`src/design/dcache_pkg.sv`:
```
`default_nettype none

package dcache_pkg;

    // Geometry
    localparam int ADDR_WIDTH = 32;
    localparam int WORD_WIDTH = 32;
    localparam int BYTES_PER_WORD = 4;
    localparam int WORDS_PER_LINE = 4;
    localparam int NUM_WAYS = 2;
    localparam int NUM_SETS = 4;

    // Address fields, low to high: byte, word in line, set index, tag
    localparam int BYTE_OFFSET_WIDTH = $clog2(BYTES_PER_WORD);
    localparam int OFFSET_WIDTH = $clog2(WORDS_PER_LINE);
    localparam int INDEX_WIDTH = $clog2(NUM_SETS);
    localparam int TAG_WIDTH = ADDR_WIDTH - INDEX_WIDTH - OFFSET_WIDTH - BYTE_OFFSET_WIDTH;
    localparam int WORD_ADDR_WIDTH = ADDR_WIDTH - BYTE_OFFSET_WIDTH;
    localparam int WAY_WIDTH = $clog2(NUM_WAYS);

    typedef logic [WORD_WIDTH-1:0] word_t;
    typedef logic [BYTES_PER_WORD-1:0] byteen_t;
    typedef word_t [WORDS_PER_LINE-1:0] line_t;
    typedef logic [INDEX_WIDTH-1:0] index_t;
    typedef logic [WAY_WIDTH-1:0] way_t;

    // Tag and index together name one line in memory
    typedef logic [TAG_WIDTH+INDEX_WIDTH-1:0] line_addr_t;

    typedef struct packed {
        logic                 valid;
        logic                 dirty;
        logic [TAG_WIDTH-1:0] tag;
    } tag_entry_t;

    typedef struct packed {
        line_addr_t addr;
        line_t      line;
    } evict_t;

endpackage

`default_nettype wire

```
`src/design/dcache_ifs.sv`:
```
`timescale 1ns/1ps
`default_nettype none

// Word-wide memory bus, one word per ack
interface mem_bus_if;
    logic                                   req;
    logic                                   we;
    logic [dcache_pkg::WORD_ADDR_WIDTH-1:0] addr;
    dcache_pkg::word_t                      wdata;
    logic                                   ack;
    dcache_pkg::word_t                      rdata;

    modport master (output req, we, addr, wdata, input ack, rdata);
    modport slave (input req, we, addr, wdata, output ack, rdata);
endinterface

// Line fetch request from the core to the refill engine
interface refill_if;
    logic                   start;
    dcache_pkg::line_addr_t line_addr;
    logic                   done;
    dcache_pkg::line_t      line;

    modport core (output start, line_addr, input done, line);
    modport engine (input start, line_addr, output done, line);
endinterface

`default_nettype wire

```
`src/design/cache_ram.sv`:
```
`timescale 1ns/1ps
`default_nettype none

module cache_ram #(
    parameter type entry_t = logic
) (
    input  logic               clk,
    input  logic               we,
    input  dcache_pkg::index_t waddr,
    input  entry_t             wdata,
    input  dcache_pkg::index_t raddr,
    output entry_t             rdata
);

    entry_t mem [dcache_pkg::NUM_SETS];

    always_ff @(posedge clk) begin
        if (we) begin
            mem[waddr] <= wdata;
        end
        // Write-first: a same-set read sees the new entry
        if (we && waddr == raddr) begin
            rdata <= wdata;
        end else begin
            rdata <= mem[raddr];
        end
    end

endmodule

`default_nettype wire

```
`src/design/dcache_core.sv`:
```
`timescale 1ns/1ps
`default_nettype none

module dcache_core (
    input  logic                              clk,
    input  logic                              rst,
    input  logic                              cpu_read,
    input  logic                              cpu_write,
    input  logic [dcache_pkg::ADDR_WIDTH-1:0] cpu_addr,
    input  dcache_pkg::word_t                 cpu_wdata,
    input  dcache_pkg::byteen_t               cpu_byteen,
    output logic                              cpu_stall,
    output dcache_pkg::word_t                 cpu_rdata,
    output logic                              cpu_rvalid,
    refill_if.core                            refill,
    output logic                              wb_push,
    output dcache_pkg::evict_t                wb_evict,
    input  logic                              wb_busy
);

    localparam int IDX_LSB = dcache_pkg::BYTE_OFFSET_WIDTH + dcache_pkg::OFFSET_WIDTH;

    typedef enum logic [2:0] {SWEEP, IDLE, PUSH, START, WAIT, FINISH} state_t;

    function automatic dcache_pkg::word_t merge_word(
        input dcache_pkg::word_t   old_w,
        input dcache_pkg::word_t   new_w,
        input dcache_pkg::byteen_t be
    );
        dcache_pkg::word_t res;
        res = old_w;
        for (int b = 0; b < dcache_pkg::BYTES_PER_WORD; b++) begin
            if (be[b]) begin
                res[8*b +: 8] = new_w[8*b +: 8];
            end
        end
        return res;
    endfunction

    state_t state;
    logic [dcache_pkg::INDEX_WIDTH:0] sweep_cnt;

    // Stage two request
    logic                               s2_read;
    logic                               s2_write;
    logic                               s2_valid;
    logic [dcache_pkg::ADDR_WIDTH-1:0]  s2_addr;
    dcache_pkg::word_t                  s2_wdata;
    dcache_pkg::byteen_t                s2_byteen;
    logic [dcache_pkg::TAG_WIDTH-1:0]   s2_tag;
    dcache_pkg::index_t                 s2_index;
    logic [dcache_pkg::OFFSET_WIDTH-1:0] s2_offset;

    dcache_pkg::tag_entry_t tag_rd [dcache_pkg::NUM_WAYS];
    dcache_pkg::line_t      line_rd [dcache_pkg::NUM_WAYS];
    logic [dcache_pkg::NUM_WAYS-1:0] tag_we;
    logic [dcache_pkg::NUM_WAYS-1:0] line_we;
    dcache_pkg::tag_entry_t tag_wd;
    dcache_pkg::line_t      line_wd;
    dcache_pkg::line_t      base_line;
    dcache_pkg::index_t     rd_index;
    dcache_pkg::index_t     wr_index;
    dcache_pkg::line_t      fill_q;

    logic             hit_any;
    logic             free_any;
    logic             do_write;
    logic             victim_dirty;
    dcache_pkg::way_t hit_way;
    dcache_pkg::way_t free_way;
    dcache_pkg::way_t victim_q;
    dcache_pkg::way_t rr_way;
    dcache_pkg::way_t wr_way;

    assign s2_valid = s2_read || s2_write;
    assign s2_tag = s2_addr[dcache_pkg::ADDR_WIDTH-1 -: dcache_pkg::TAG_WIDTH];
    assign s2_index = s2_addr[IDX_LSB +: dcache_pkg::INDEX_WIDTH];
    assign s2_offset = s2_addr[dcache_pkg::BYTE_OFFSET_WIDTH +: dcache_pkg::OFFSET_WIDTH];

    // Stalled: keep re-reading the held set
    assign rd_index = cpu_stall ? s2_index : cpu_addr[IDX_LSB +: dcache_pkg::INDEX_WIDTH];

    // Tag compare, lowest invalid way found by scanning downwards
    always_comb begin
        hit_any = 1'b0;
        hit_way = '0;
        free_any = 1'b0;
        free_way = '0;
        for (int w = dcache_pkg::NUM_WAYS - 1; w >= 0; w--) begin
            if (tag_rd[w].valid && tag_rd[w].tag == s2_tag) begin
                hit_any = 1'b1;
                hit_way = dcache_pkg::way_t'(w);
            end
            if (!tag_rd[w].valid) begin
                free_any = 1'b1;
                free_way = dcache_pkg::way_t'(w);
            end
        end
    end

    assign cpu_stall = (state != IDLE) || (s2_valid && !hit_any);

    // Write hit in stage two, or the refilled line in FINISH
    assign do_write = (state == FINISH) || (state == IDLE && s2_write && hit_any);
    assign wr_way = (state == FINISH) ? victim_q : hit_way;
    assign wr_index = (state == SWEEP) ? sweep_cnt[dcache_pkg::INDEX_WIDTH-1:0] : s2_index;
    assign base_line = (state == FINISH) ? fill_q : line_rd[hit_way];

    always_comb begin
        line_wd = base_line;
        if (s2_write) begin
            line_wd[s2_offset] = merge_word(base_line[s2_offset], s2_wdata, s2_byteen);
        end
        tag_wd = '0;
        if (state != SWEEP) begin
            tag_wd = '{valid: 1'b1, dirty: s2_write, tag: s2_tag};
        end
    end

    assign victim_dirty = tag_rd[victim_q].valid && tag_rd[victim_q].dirty;
    assign wb_push = (state == PUSH) && victim_dirty && !wb_busy;
    assign wb_evict.addr = {tag_rd[victim_q].tag, s2_index};
    assign wb_evict.line = line_rd[victim_q];

    assign refill.start = (state == START);
    assign refill.line_addr = {s2_tag, s2_index};

    always_ff @(posedge clk) begin
        if (rst) begin
            state <= SWEEP;
            sweep_cnt <= '0;
            victim_q <= '0;
            rr_way <= '0;
            s2_read <= 1'b0;
            s2_write <= 1'b0;
            cpu_rvalid <= 1'b0;
        end else begin
            cpu_rvalid <= s2_read && ((state == IDLE && hit_any) || state == FINISH);
            if (!cpu_stall) begin
                s2_read <= cpu_read;
                s2_write <= cpu_write;
            end else if (state == FINISH) begin
                // Request retires here so it does not replay as a hit
                s2_read <= 1'b0;
                s2_write <= 1'b0;
            end
            case (state)
                SWEEP: begin
                    sweep_cnt <= sweep_cnt + 1'b1;
                    if (sweep_cnt == dcache_pkg::NUM_SETS) begin
                        state <= IDLE;
                    end
                end
                IDLE: begin
                    if (s2_valid && !hit_any) begin
                        victim_q <= free_any ? free_way : rr_way;
                        if (!free_any) begin
                            rr_way <= rr_way + 1'b1;
                        end
                        state <= PUSH;
                    end
                end
                PUSH: begin
                    if (!victim_dirty || !wb_busy) begin
                        state <= START;
                    end
                end
                START: state <= WAIT;
                WAIT: begin
                    if (refill.done) begin
                        state <= FINISH;
                    end
                end
                default: state <= IDLE;
            endcase
        end
    end

    always_ff @(posedge clk) begin
        if (!cpu_stall) begin
            s2_addr <= cpu_addr;
            s2_wdata <= cpu_wdata;
            s2_byteen <= cpu_byteen;
        end
        if (refill.done) begin
            fill_q <= refill.line;
        end
        cpu_rdata <= base_line[s2_offset];
    end

    for (genvar w = 0; w < dcache_pkg::NUM_WAYS; w++) begin : g_way
        assign line_we[w] = do_write && wr_way == dcache_pkg::way_t'(w);
        // Sweep clears every way of a set at once
        assign tag_we[w] = (state == SWEEP) || line_we[w];

        cache_ram #(.entry_t(dcache_pkg::tag_entry_t)) u_tag_ram (
            .clk   (clk),
            .we    (tag_we[w]),
            .waddr (wr_index),
            .wdata (tag_wd),
            .raddr (rd_index),
            .rdata (tag_rd[w])
        );

        cache_ram #(.entry_t(dcache_pkg::line_t)) u_line_ram (
            .clk   (clk),
            .we    (line_we[w]),
            .waddr (wr_index),
            .wdata (line_wd),
            .raddr (rd_index),
            .rdata (line_rd[w])
        );
    end

endmodule

`default_nettype wire

```
`src/design/refill_engine.sv`:
```
`timescale 1ns/1ps
`default_nettype none

module refill_engine (
    input  logic      clk,
    input  logic      rst,
    refill_if.engine  ctl,
    mem_bus_if.master bus
);

    localparam int LAST_WORD = dcache_pkg::WORDS_PER_LINE - 1;

    logic                                active;
    logic                                done_q;
    logic [dcache_pkg::OFFSET_WIDTH-1:0] cnt;
    dcache_pkg::line_t                   buffer;

    always_ff @(posedge clk) begin
        if (rst) begin
            active <= 1'b0;
            done_q <= 1'b0;
            cnt <= '0;
        end else begin
            done_q <= 1'b0;
            if (ctl.start) begin
                active <= 1'b1;
                cnt <= '0;
            end else if (active && bus.ack) begin
                cnt <= cnt + 1'b1;
                if (cnt == dcache_pkg::OFFSET_WIDTH'(LAST_WORD)) begin
                    active <= 1'b0;
                    done_q <= 1'b1;
                end
            end
        end
    end

    // Line buffer fills one word per ack
    always_ff @(posedge clk) begin
        if (active && bus.ack) begin
            buffer[cnt] <= bus.rdata;
        end
    end

    assign bus.req = active;
    assign bus.we = 1'b0;
    assign bus.addr = {ctl.line_addr, cnt};
    assign bus.wdata = buffer[cnt];
    assign ctl.done = done_q;
    assign ctl.line = buffer;

endmodule

`default_nettype wire

```
`src/design/writeback_engine.sv`:
```
`timescale 1ns/1ps
`default_nettype none

module writeback_engine (
    input  logic               clk,
    input  logic               rst,
    input  logic               push,
    input  dcache_pkg::evict_t evict,
    output logic               busy,
    mem_bus_if.master          bus
);

    localparam int LAST_WORD = dcache_pkg::WORDS_PER_LINE - 1;

    dcache_pkg::evict_t                  held;
    logic [dcache_pkg::OFFSET_WIDTH-1:0] cnt;

    always_ff @(posedge clk) begin
        if (rst) begin
            busy <= 1'b0;
            cnt <= '0;
        end else if (push && !busy) begin
            busy <= 1'b1;
            cnt <= '0;
        end else if (busy && bus.ack) begin
            cnt <= cnt + 1'b1;
            if (cnt == dcache_pkg::OFFSET_WIDTH'(LAST_WORD)) begin
                busy <= 1'b0;
            end
        end
    end

    // One entry only, the core never pushes while busy
    always_ff @(posedge clk) begin
        if (push && !busy) begin
            held <= evict;
        end
    end

    assign bus.req = busy;
    assign bus.we = 1'b1;
    assign bus.addr = {held.addr, cnt};
    assign bus.wdata = held.line[cnt];

endmodule

`default_nettype wire

```
`src/design/mem_arbiter.sv`:
```
`timescale 1ns/1ps
`default_nettype none

module mem_arbiter (
    input  logic                                   clk,
    input  logic                                   rst,
    mem_bus_if.slave                               wb,
    mem_bus_if.slave                               rf,
    output logic                                   mem_req,
    output logic                                   mem_we,
    output logic [dcache_pkg::WORD_ADDR_WIDTH-1:0] mem_addr,
    output dcache_pkg::word_t                      mem_wdata,
    input  logic                                   mem_ack,
    input  dcache_pkg::word_t                      mem_rdata
);

    logic rf_owner;
    logic wb_grant;
    logic rf_grant;

    // Write-back wins a free bus, a running refill burst keeps it
    assign wb_grant = wb.req && !(rf_owner && rf.req);
    assign rf_grant = rf.req && !wb_grant;

    always_ff @(posedge clk) begin
        if (rst) begin
            rf_owner <= 1'b0;
        end else begin
            rf_owner <= rf_grant;
        end
    end

    assign mem_req = wb.req || rf.req;
    assign mem_we = wb_grant ? wb.we : rf.we;
    assign mem_addr = wb_grant ? wb.addr : rf.addr;
    assign mem_wdata = wb_grant ? wb.wdata : rf.wdata;

    assign wb.ack = mem_ack && wb_grant;
    assign rf.ack = mem_ack && rf_grant;
    assign wb.rdata = mem_rdata;
    assign rf.rdata = mem_rdata;

endmodule

`default_nettype wire

```
`src/design/dcache_top.sv`:
```
`timescale 1ns/1ps
`default_nettype none

module dcache_top (
    input  logic                                   clk,
    input  logic                                   rst,
    input  logic                                   cpu_read,
    input  logic                                   cpu_write,
    input  logic [dcache_pkg::ADDR_WIDTH-1:0]      cpu_addr,
    input  dcache_pkg::word_t                      cpu_wdata,
    input  dcache_pkg::byteen_t                    cpu_byteen,
    output logic                                   cpu_stall,
    output dcache_pkg::word_t                      cpu_rdata,
    output logic                                   cpu_rvalid,
    output logic                                   mem_req,
    output logic                                   mem_we,
    output logic [dcache_pkg::WORD_ADDR_WIDTH-1:0] mem_addr,
    output dcache_pkg::word_t                      mem_wdata,
    input  logic                                   mem_ack,
    input  dcache_pkg::word_t                      mem_rdata
);

    mem_bus_if wb_bus ();
    mem_bus_if rf_bus ();
    refill_if  refill ();

    logic               wb_push;
    logic               wb_busy;
    dcache_pkg::evict_t wb_evict;

    dcache_core u_core (
        .clk        (clk),
        .rst        (rst),
        .cpu_read   (cpu_read),
        .cpu_write  (cpu_write),
        .cpu_addr   (cpu_addr),
        .cpu_wdata  (cpu_wdata),
        .cpu_byteen (cpu_byteen),
        .cpu_stall  (cpu_stall),
        .cpu_rdata  (cpu_rdata),
        .cpu_rvalid (cpu_rvalid),
        .refill     (refill.core),
        .wb_push    (wb_push),
        .wb_evict   (wb_evict),
        .wb_busy    (wb_busy)
    );

    refill_engine u_refill (
        .clk (clk),
        .rst (rst),
        .ctl (refill.engine),
        .bus (rf_bus.master)
    );

    writeback_engine u_writeback (
        .clk   (clk),
        .rst   (rst),
        .push  (wb_push),
        .evict (wb_evict),
        .busy  (wb_busy),
        .bus   (wb_bus.master)
    );

    mem_arbiter u_arbiter (
        .clk       (clk),
        .rst       (rst),
        .wb        (wb_bus.slave),
        .rf        (rf_bus.slave),
        .mem_req   (mem_req),
        .mem_we    (mem_we),
        .mem_addr  (mem_addr),
        .mem_wdata (mem_wdata),
        .mem_ack   (mem_ack),
        .mem_rdata (mem_rdata)
    );

endmodule

`default_nettype wire

```
`config.mk`:
```
export PLATFORM = sky130hd
export DESIGN_NAME = dcache_top
export DESIGN_NICKNAME = d
export VERILOG_FILES = /design/src/design/dcache_pkg.sv /design/src/design/dcache_ifs.sv /design/src/design/cache_ram.sv /design/src/design/dcache_core.sv /design/src/design/refill_engine.sv /design/src/design/writeback_engine.sv /design/src/design/mem_arbiter.sv /design/src/design/dcache_top.sv
export SDC_FILE = /design/constraint.sdc
export NUM_CORES = 2
export LEC_CHECK = 0
export ABC_AREA = 1
export ABC_CLOCK_PERIOD_IN_PS = 10200
export BUFFER_PORTS_ARGS = -buffer_cell sky130_fd_sc_hd__buf_2
export CAP_MARGIN = 20
export CORE_UTILIZATION = 45
export DETAILED_ROUTE_END_ITERATION = 6
export PLACE_DENSITY = 0.63
export SLEW_MARGIN = 10
export SYNTH_ARGS = -nofsm -noshare
export SYNTH_HDL_FRONTEND = slang
export SYNTH_SLANG_ARGS = --single-unit
```
`constraint.sdc`:
```
create_clock -name clk -period 10.2 [get_ports clk]
set_clock_uncertainty 0.2 [all_clocks]
set_input_delay 0.51 -clock clk [delete_from_list [all_inputs] [get_ports clk]]
set_output_delay 0.51 -clock clk [all_outputs]
set_load 0.02 [all_outputs]
```
# [Yosys cells after proc, flatten, opt, wreduce, memory -nomap -nowiden]
# Memories as Yosys holds them, arrays and structs flattened. A register that Yosys moved wholly into a read port is not among the register bits.
# Cells that the tools add are included.
# Widths: inputs -> output; s select.
[word_totals] register_bits=531 latchBits=0 mem_bits_rw=1248 mem_bits_ro=0 input_bits=105 out_inout_bits=98 elab_cells=183 memories=4
[op_classes] addsub=4 n_mul=0 n_div=0 magnitude_cmp=7 n_eq_ne=16 shifts=0 muxes=68 bitwise_logic=5 reduce_logical=49
[mem_list] name="u_core.g_way[0].u_line_ram.mem" words=4 word_bits=128 read_ports=1 rd_clocked_by_memory_dff=1 wr=1 line_no="cache_ram.sv:15" source="entry_t mem [dcache_pkg::NUM_SETS];"
[mem_list] name="u_core.g_way[1].u_line_ram.mem" words=4 word_bits=128 read_ports=1 rd_clocked_by_memory_dff=1 wr=1 line_no="cache_ram.sv:15"
[mem_list] name="u_core.g_way[0].u_tag_ram.mem" words=4 word_bits=28 read_ports=1 rd_clocked_by_memory_dff=1 wr=1 line_no="cache_ram.sv:15"
[mem_list] name="u_core.g_way[1].u_tag_ram.mem" words=4 word_bits=28 read_ports=1 rd_clocked_by_memory_dff=1 wr=1 line_no="cache_ram.sv:15"
[op_table] cell="$mux 128" n=8
[op_table] cell="$bwmux 128" n=2
[op_table] cell="$bmux 32 s2" n=3
[op_table] cell="$mux 32" n=6
[op_table] cell="$demux 32 s2" n=2
[op_table] cell="$mux 28" n=4
[op_table] cell="$mux 8" n=8
[op_table] cell="$eq 26x26->1" n=2
[op_table] cell="$mux 30" n=1
[op_table] cell="$mux 1" n=27
[op_table] cell="$logic_and 1x1->1" n=22
[op_table] cell="$pmux 3 s5" n=1
[op_table] cell="$mux 3" n=4
[op_table] cell="$eq 3x3->1 const B" n=3
[op_table] cell="$lt 2x3->1 const B" n=3
[op_table] cell="$logic_or 1x1->1" n=8
[op_table] cell="$reduce_bool 2->1" n=4
[op_table] cell="$eq 3x2->1 const B" n=2
[op_table] cell="$ne 2x1->1 const B" n=3
[op_table] cell="$reduce_and 2->1" n=3
[op_table] cell="$logic_not 1->1" n=5
[op_table] cell="$add 2x1->2 const B" n=2
[op_table] cell="$eq 2x2->1 const B" n=2
[op_table] cell="$ge 2x1->1 const B" n=2
[op_table] cell="other kinds (15)" n=22

# [Longest topological paths before layout]
[logic_depth] depth_word=15 ltp_mapped=26 ltp_nobuf=22

# [By module]
# Synthesis repeated with hierarchy kept, for this count alone.
[hier_totals] cells_unflattened=9124 area_unflattened_um2=84287.1
[by_module_without_submodules] mod="cache_ram (u_core.g_way[0].u_line_ram ...)" instances=2 cells_each=2016 area_per_inst_um2=21698.3 seq_area_each_um2=15414.8
[by_module_without_submodules] mod="dcache_core" instances=1 cells_each=2833 area_per_inst_um2=17644.4 seq_area_each_um2=6686.4
[by_module_without_submodules] mod="cache_ram (u_core.g_way[0].u_tag_ram ...)" instances=2 cells_each=448 area_per_inst_um2=4810.9 seq_area_each_um2=3403.3
[by_module_without_submodules] mod="writeback_engine" instances=1 cells_each=582 area_per_inst_um2=6636.4 seq_area_each_um2=4744.6
[by_module_without_submodules] mod="refill_engine" instances=1 cells_each=499 area_per_inst_um2=5556.6 seq_area_each_um2=3923.8
[by_module_without_submodules] mod="mem_arbiter" instances=1 cells_each=282 area_per_inst_um2=1431.4 seq_area_each_um2=20.0

# [Worst setup path before layout]
# OpenSTA, ideal clock, no wires.
[synth_timing] path_kind="reg2reg" from="register (tool-made name)" to="register u_writeback.cnt[1] (netlist name)" setup_ns=0.125 t_arrival_ns=9.036 required_time_ns=9.875 setup_slack_ns=0.839 stages_incl_launch_ff=15 path_buffers=4 period_less_slack_ns=9.361 cell_sequence="dfxtp_1 -> inv_2 -> buf_2 -> clkbuf_1 -> clkbuf_1 -> clkbuf_1 -> o21ai_0 -> o22ai_1 -> nand2_1 -> nand2_1 -> nand3_1 -> nor2_1 -> inv_1 -> nand2_1 -> a21oi_1"
[synth_rtl] element="to (signal assigned)" line_no="writeback_engine.sv:26" source="cnt <= cnt + 1'b1;"
[synth_rtl] element="to (decl)" line_no="writeback_engine.sv:16" source="logic [dcache_pkg::OFFSET_WIDTH-1:0] cnt;"

==> reports/results.tsv <==
stage	metric	value	unit
status	status	finished clean	
placed_design	pre-CTS setup slack	3.60	ns
synth	total number of yosys warnings	0	
cts	CTS HTree Levels	4	
placed_design	Cells after DPL	8448	
synth	count of flip-flops with a built-in enable after synthesis	1726	
global_routing	number of antenna violations at the first check in global routing	23	
worst_setup_path	number of logic stages on the critical path including buffering	15	
worst_setup_path	largest stage delay on the critical path	0.96	ns
worst_setup_path	kind of cell with the highest combined delay on the critical path	buffers and inverters	
global_routing	GR Overflow Total	0	
cells_and_area	fraction of final layout cells sized beyond drive strength 1	0.0997	
pwr	leakage dissipation	30.4	nW
synth	area share of the largest cell type after synthesis	0.696	
synth	Seq/Total Area, Yosys	0.711	
route	total number of vias	52500	
worst_setup_path	sort of element at the start of the critical path	flip-flop	
synth	Mean Syn Cell Area	11.7	sq um
synth	biggest area contributors in the synthesized netlist	sky130_fd_sc_hd__edfxtp_1, sky130_fd_sc_hd__nand2_1, sky130_fd_sc_hd__nand3_1, sky130_fd_sc_hd__a32o_1, sky130_fd_sc_hd__a21oi_1	
synth	multiplexer area fraction after synthesis	0.0172	
route	violation count after the first detailed-routing iteration	7080	
global_routing	pin count of the biggest net entering global routing	228	
synth	area share of fa/ha/maj cells after synthesis	0.00118	
placed_design	number of input and output port buffers inserted	200	
global_routing	number of global-route vias before repair	49300	
synth	Synth cell types	30	
worst_setup_path	cell chain of the critical path	inv_8 > buf_4 > buf_4 > buf_4 > nand2_1 > a32o_1 > nand3_1 > nand3_1 > nand2_1 > nand2_1 > nand2_1 > nor2_1 > nand2_1 > nand3_1 > nand2_1	
synth	largest family of logic cells by synthesized area	simple AND/OR/NAND/NOR gates	
cts	clock-pin slew on the worst setup and hold paths	0.06	ns
cts	number of resized instances in the post-cts repair step	0	
worst_setup_path	Worst Path Class, Setup	reg2reg	
worst_setup_path	cell count of the worst reg-to-reg path	15	
placed_design	Post-DP HPWL	124	mm
floorplan	Initial Util	0.455	
cells_and_area	nets	6674	
pwr	Internal Dissipation	15.8	mW
cts	number of hold-repair buffers added at the cts stage	104	
cts	TritonCTS Buffers	182	
route	Post-Route WL	232	mm
worst_setup_path	slowest CP cell	sky130_fd_sc_hd__buf_4	
cts	clock tree from TritonCTS	built	
pwr	peak supply drop	0.247	mV
synth	post-synthesis instance total	6367	
cells_and_area	final standard cell count with taps included and fillers excluded	8893	
synth	number of storage elements in the synthesis netlist	1779	
sta	total of endpoints with negative setup slack in the final report	0	
synth	Cell Area, Synth	74400	sq um
worst_setup_path	data arrival time of the critical path	6.41	ns
cells_and_area	utilization after layout	0.518	
sta	total count of max-transition violations in the final report	0	
min_path	Hold Crit Class	in2reg	
route	DR pass1 iterations	6	
sta	period utilization	0.588	
sta	peak clock frequency supported by timing	0.167	GHz
global_routing	overall track demand over capacity in global routing	0.272	
pwr	Comb power frac	0.318	
synth	top_reg_cell synth	sky130_fd_sc_hd__edfxtp_1	
route	number of vias per cell after detailed routing	5.90	
cts	total number of clock tree sinks	1779	
run	Max-cap violations	0	
worst_setup_path	Critical Path Sink Type	flip-flop	
floorplan	Top-Level Pins	203	
placed_design	placed standard-cell area	77700	sq um
worst_setup_path	Worst EP required	10.61	ns
sta	Sum Neg Setup Slack	0	ns
floorplan	floorplan core area	164000	sq um
synth	cell type contributing the most total cell area after synthesis	sky130_fd_sc_hd__edfxtp_1	
placed_design	final weighted congestion in routability-driven placement	0.861	
worst_setup_path	Critical Path Fanout Max	114	
cells_and_area	Layout fillers	13900	
cts	maximum clock path buffer count	3	
worst_setup_path	most prevalent standard cell on the critical path	sky130_fd_sc_hd__nand2_1	
global_routing	first-pass GRT wire length	332	mm
synth	fraction of registers with async set/reset	0	
sta	unrepaired setup endpoints after global routing	false	
floorplan	Die Area	167000	sq um
floorplan	# rows	148	
synth	synthesized netlist net count	6479	
cells_and_area	finished layout cell area	84700	sq um
cells_and_area	commonest non-fill, non-tap cells in the layout	sky130_fd_sc_hd__nand2_1, sky130_fd_sc_hd__edfxtp_1, sky130_fd_sc_hd__nand3_1	
sta	Period minus WS final	5.99	ns
sta	pin slew with the least headroom to its limit	1.48	ns
worst_setup_path	critical path buffer and inverter count	4	
route	number of nets with antenna violations after routing	0	
pwr	switching fraction of total power	0.356	
min_path	Hold Path Cell Cnt	2	
synth	XOR/XNOR Fraction of Synth Area	0.000235	
cells_and_area	Area growth syn-to-layout	13.8	%
pwr	share of total power in the clock network	0.269	
sta	Max transition margin	0.0158	
synth	complex-gate fraction of the synthesized area	0.0733	
cts	clock latency on the worst-skew pair	0.82	ns
floorplan	die outline height	409	microns
sta	setup slack of the critical path after layout	4.21	ns
floorplan	die extent in x	409	microns
cts	buffer cell driving the clock tree root	sky130_fd_sc_hd__clkbuf_16	
pwr	net switching power	8.72	mW
cts	number of buffers added for setup after CTS	0	
route	DRC errors left	0	
pwr	Sequential Power Share	0.414	
route	WL/cell	26.1	microns
cells_and_area	most common library cell in the layout ignoring fill and taps	sky130_fd_sc_hd__nand2_1	
sta	Hold Vio Cnt, Final	0	
synth	post-synthesis share of cell area spent on and, or, nand and nor gates	0.170	
pwr	areal power density over the cells	289	nW/um^2
-- Yosys cell counts (7+ instances only) --
master and count:
sky130_fd_sc_hd__dfxtp_1 53, sky130_fd_sc_hd__o21ai_0 199, sky130_fd_sc_hd__mux2i_1 128, sky130_fd_sc_hd__nand3_1 585, sky130_fd_sc_hd__clkbuf_1 276, sky130_fd_sc_hd__a31oi_1 20, sky130_fd_sc_hd__edfxtp_1 1726, sky130_fd_sc_hd__a32o_1 256
sky130_fd_sc_hd__buf_1 45, sky130_fd_sc_hd__o22ai_1 26, sky130_fd_sc_hd__buf_4 9, sky130_fd_sc_hd__inv_1 114, sky130_fd_sc_hd__buf_2 60, sky130_fd_sc_hd__inv_2 7, sky130_fd_sc_hd__ha_1 7, sky130_fd_sc_hd__or2_2 34
sky130_fd_sc_hd__nor2_1 317, sky130_fd_sc_hd__nand4_1 8, sky130_fd_sc_hd__a21oi_1 272, sky130_fd_sc_hd__nand2_1 2186, sky130_fd_sc_hd__o221a_2 20
-- layer usage --
metal  part of all wire  track usage
met1               0.40        0.381
met2               0.45        0.421
met3               0.11       0.0573
met4              0.033       0.0903
met5            0.00065            0
-- worst paths after layout --
path / slack [ns] / start / to
worst max register to register: 4.21 / flip-flop / u_core.g_way[0].u_line_ram.mem[1][104]
worst min-delay path: 0.21 / cpu_addr[27] / u_core.s2_addr[27]
worst max-delay path: 4.21 / flip-flop / u_core.g_way[0].u_line_ram.mem[1][104]
worst min register to register: 0.23 / u_refill.ctl.line[0] / u_core.fill_q[0]
-- power by group through the flow --
| stage | combinational (mW) | clock (mW) | sequential (mW) |
|---|---|---|---|
| 6_report | 7.78 | 6.59 | 10.1 |
| 5_1_grt | 8.51 | 6.92 | 10.2 |
| 4_1_cts | 7.67 | 6.65 | 10.1 |
| 3_5_place_dp | 7.60 | 0 | 10.3 |
| 3_3_place_gp | 7.43 | 0 | 10.3 |
| 2_1_floorplan | 5.20 | 0 | 10.2 |
-- through the flow --
step | total power [mW] | hold slack [ns]
2_1_floorplan | 15.4 | 0.221
3_3_place_gp | 17.7 | 0.223
3_5_place_dp | 17.9 | 0.230
4_1_cts | 24.4 | 0.150
5_1_grt | 25.6 | 0.187
6_report | 24.5 | 0.206
-- layout make-up --
class,instances,area (sq um),share of cell area
Clock buffer,260,5130,0.0606
Inverter,124,494,0.00584
Timing Repair Buffer,405,3020,0.0357
Multi-Input combinational cell,4070,19700,0.232
Tap cell,2175,2720,0.0321
Clock inverter,75,737,0.00870
Sequential cell,1779,52900,0.625
Antenna cell,5,12.5,0.000148
-- registers in the layout, indices dropped and copies added, names as in the netlist, 4 cells and up, named ones only --
signal and cells:
u_core.g_way.u_line_ram.mem 1024, u_core.g_way.u_tag_ram.mem 224, u_core.fill_q 128, u_refill.ctl.line 128, u_writeback.held 128, u_core.cpu_rdata 32
u_core.s2_wdata 32, u_core.s2_addr 30, u_writeback.bus.addr 28, u_core.s2_byteen 4
-- cell families (layout without fill, tap and decap cells) --
logic type	count (synthesis)	after routing
adders and majority gates	7	7
xor gates and xnor gates	2	2
buffers and inverters	518	864
and+or+nand+nor	3136	3136
AOI/OAI and AO/OA	797	797
DFF	1779	1779
other	0	5
muxes	128	128
No activity file was read; power rests on OpenSTA's default activity.
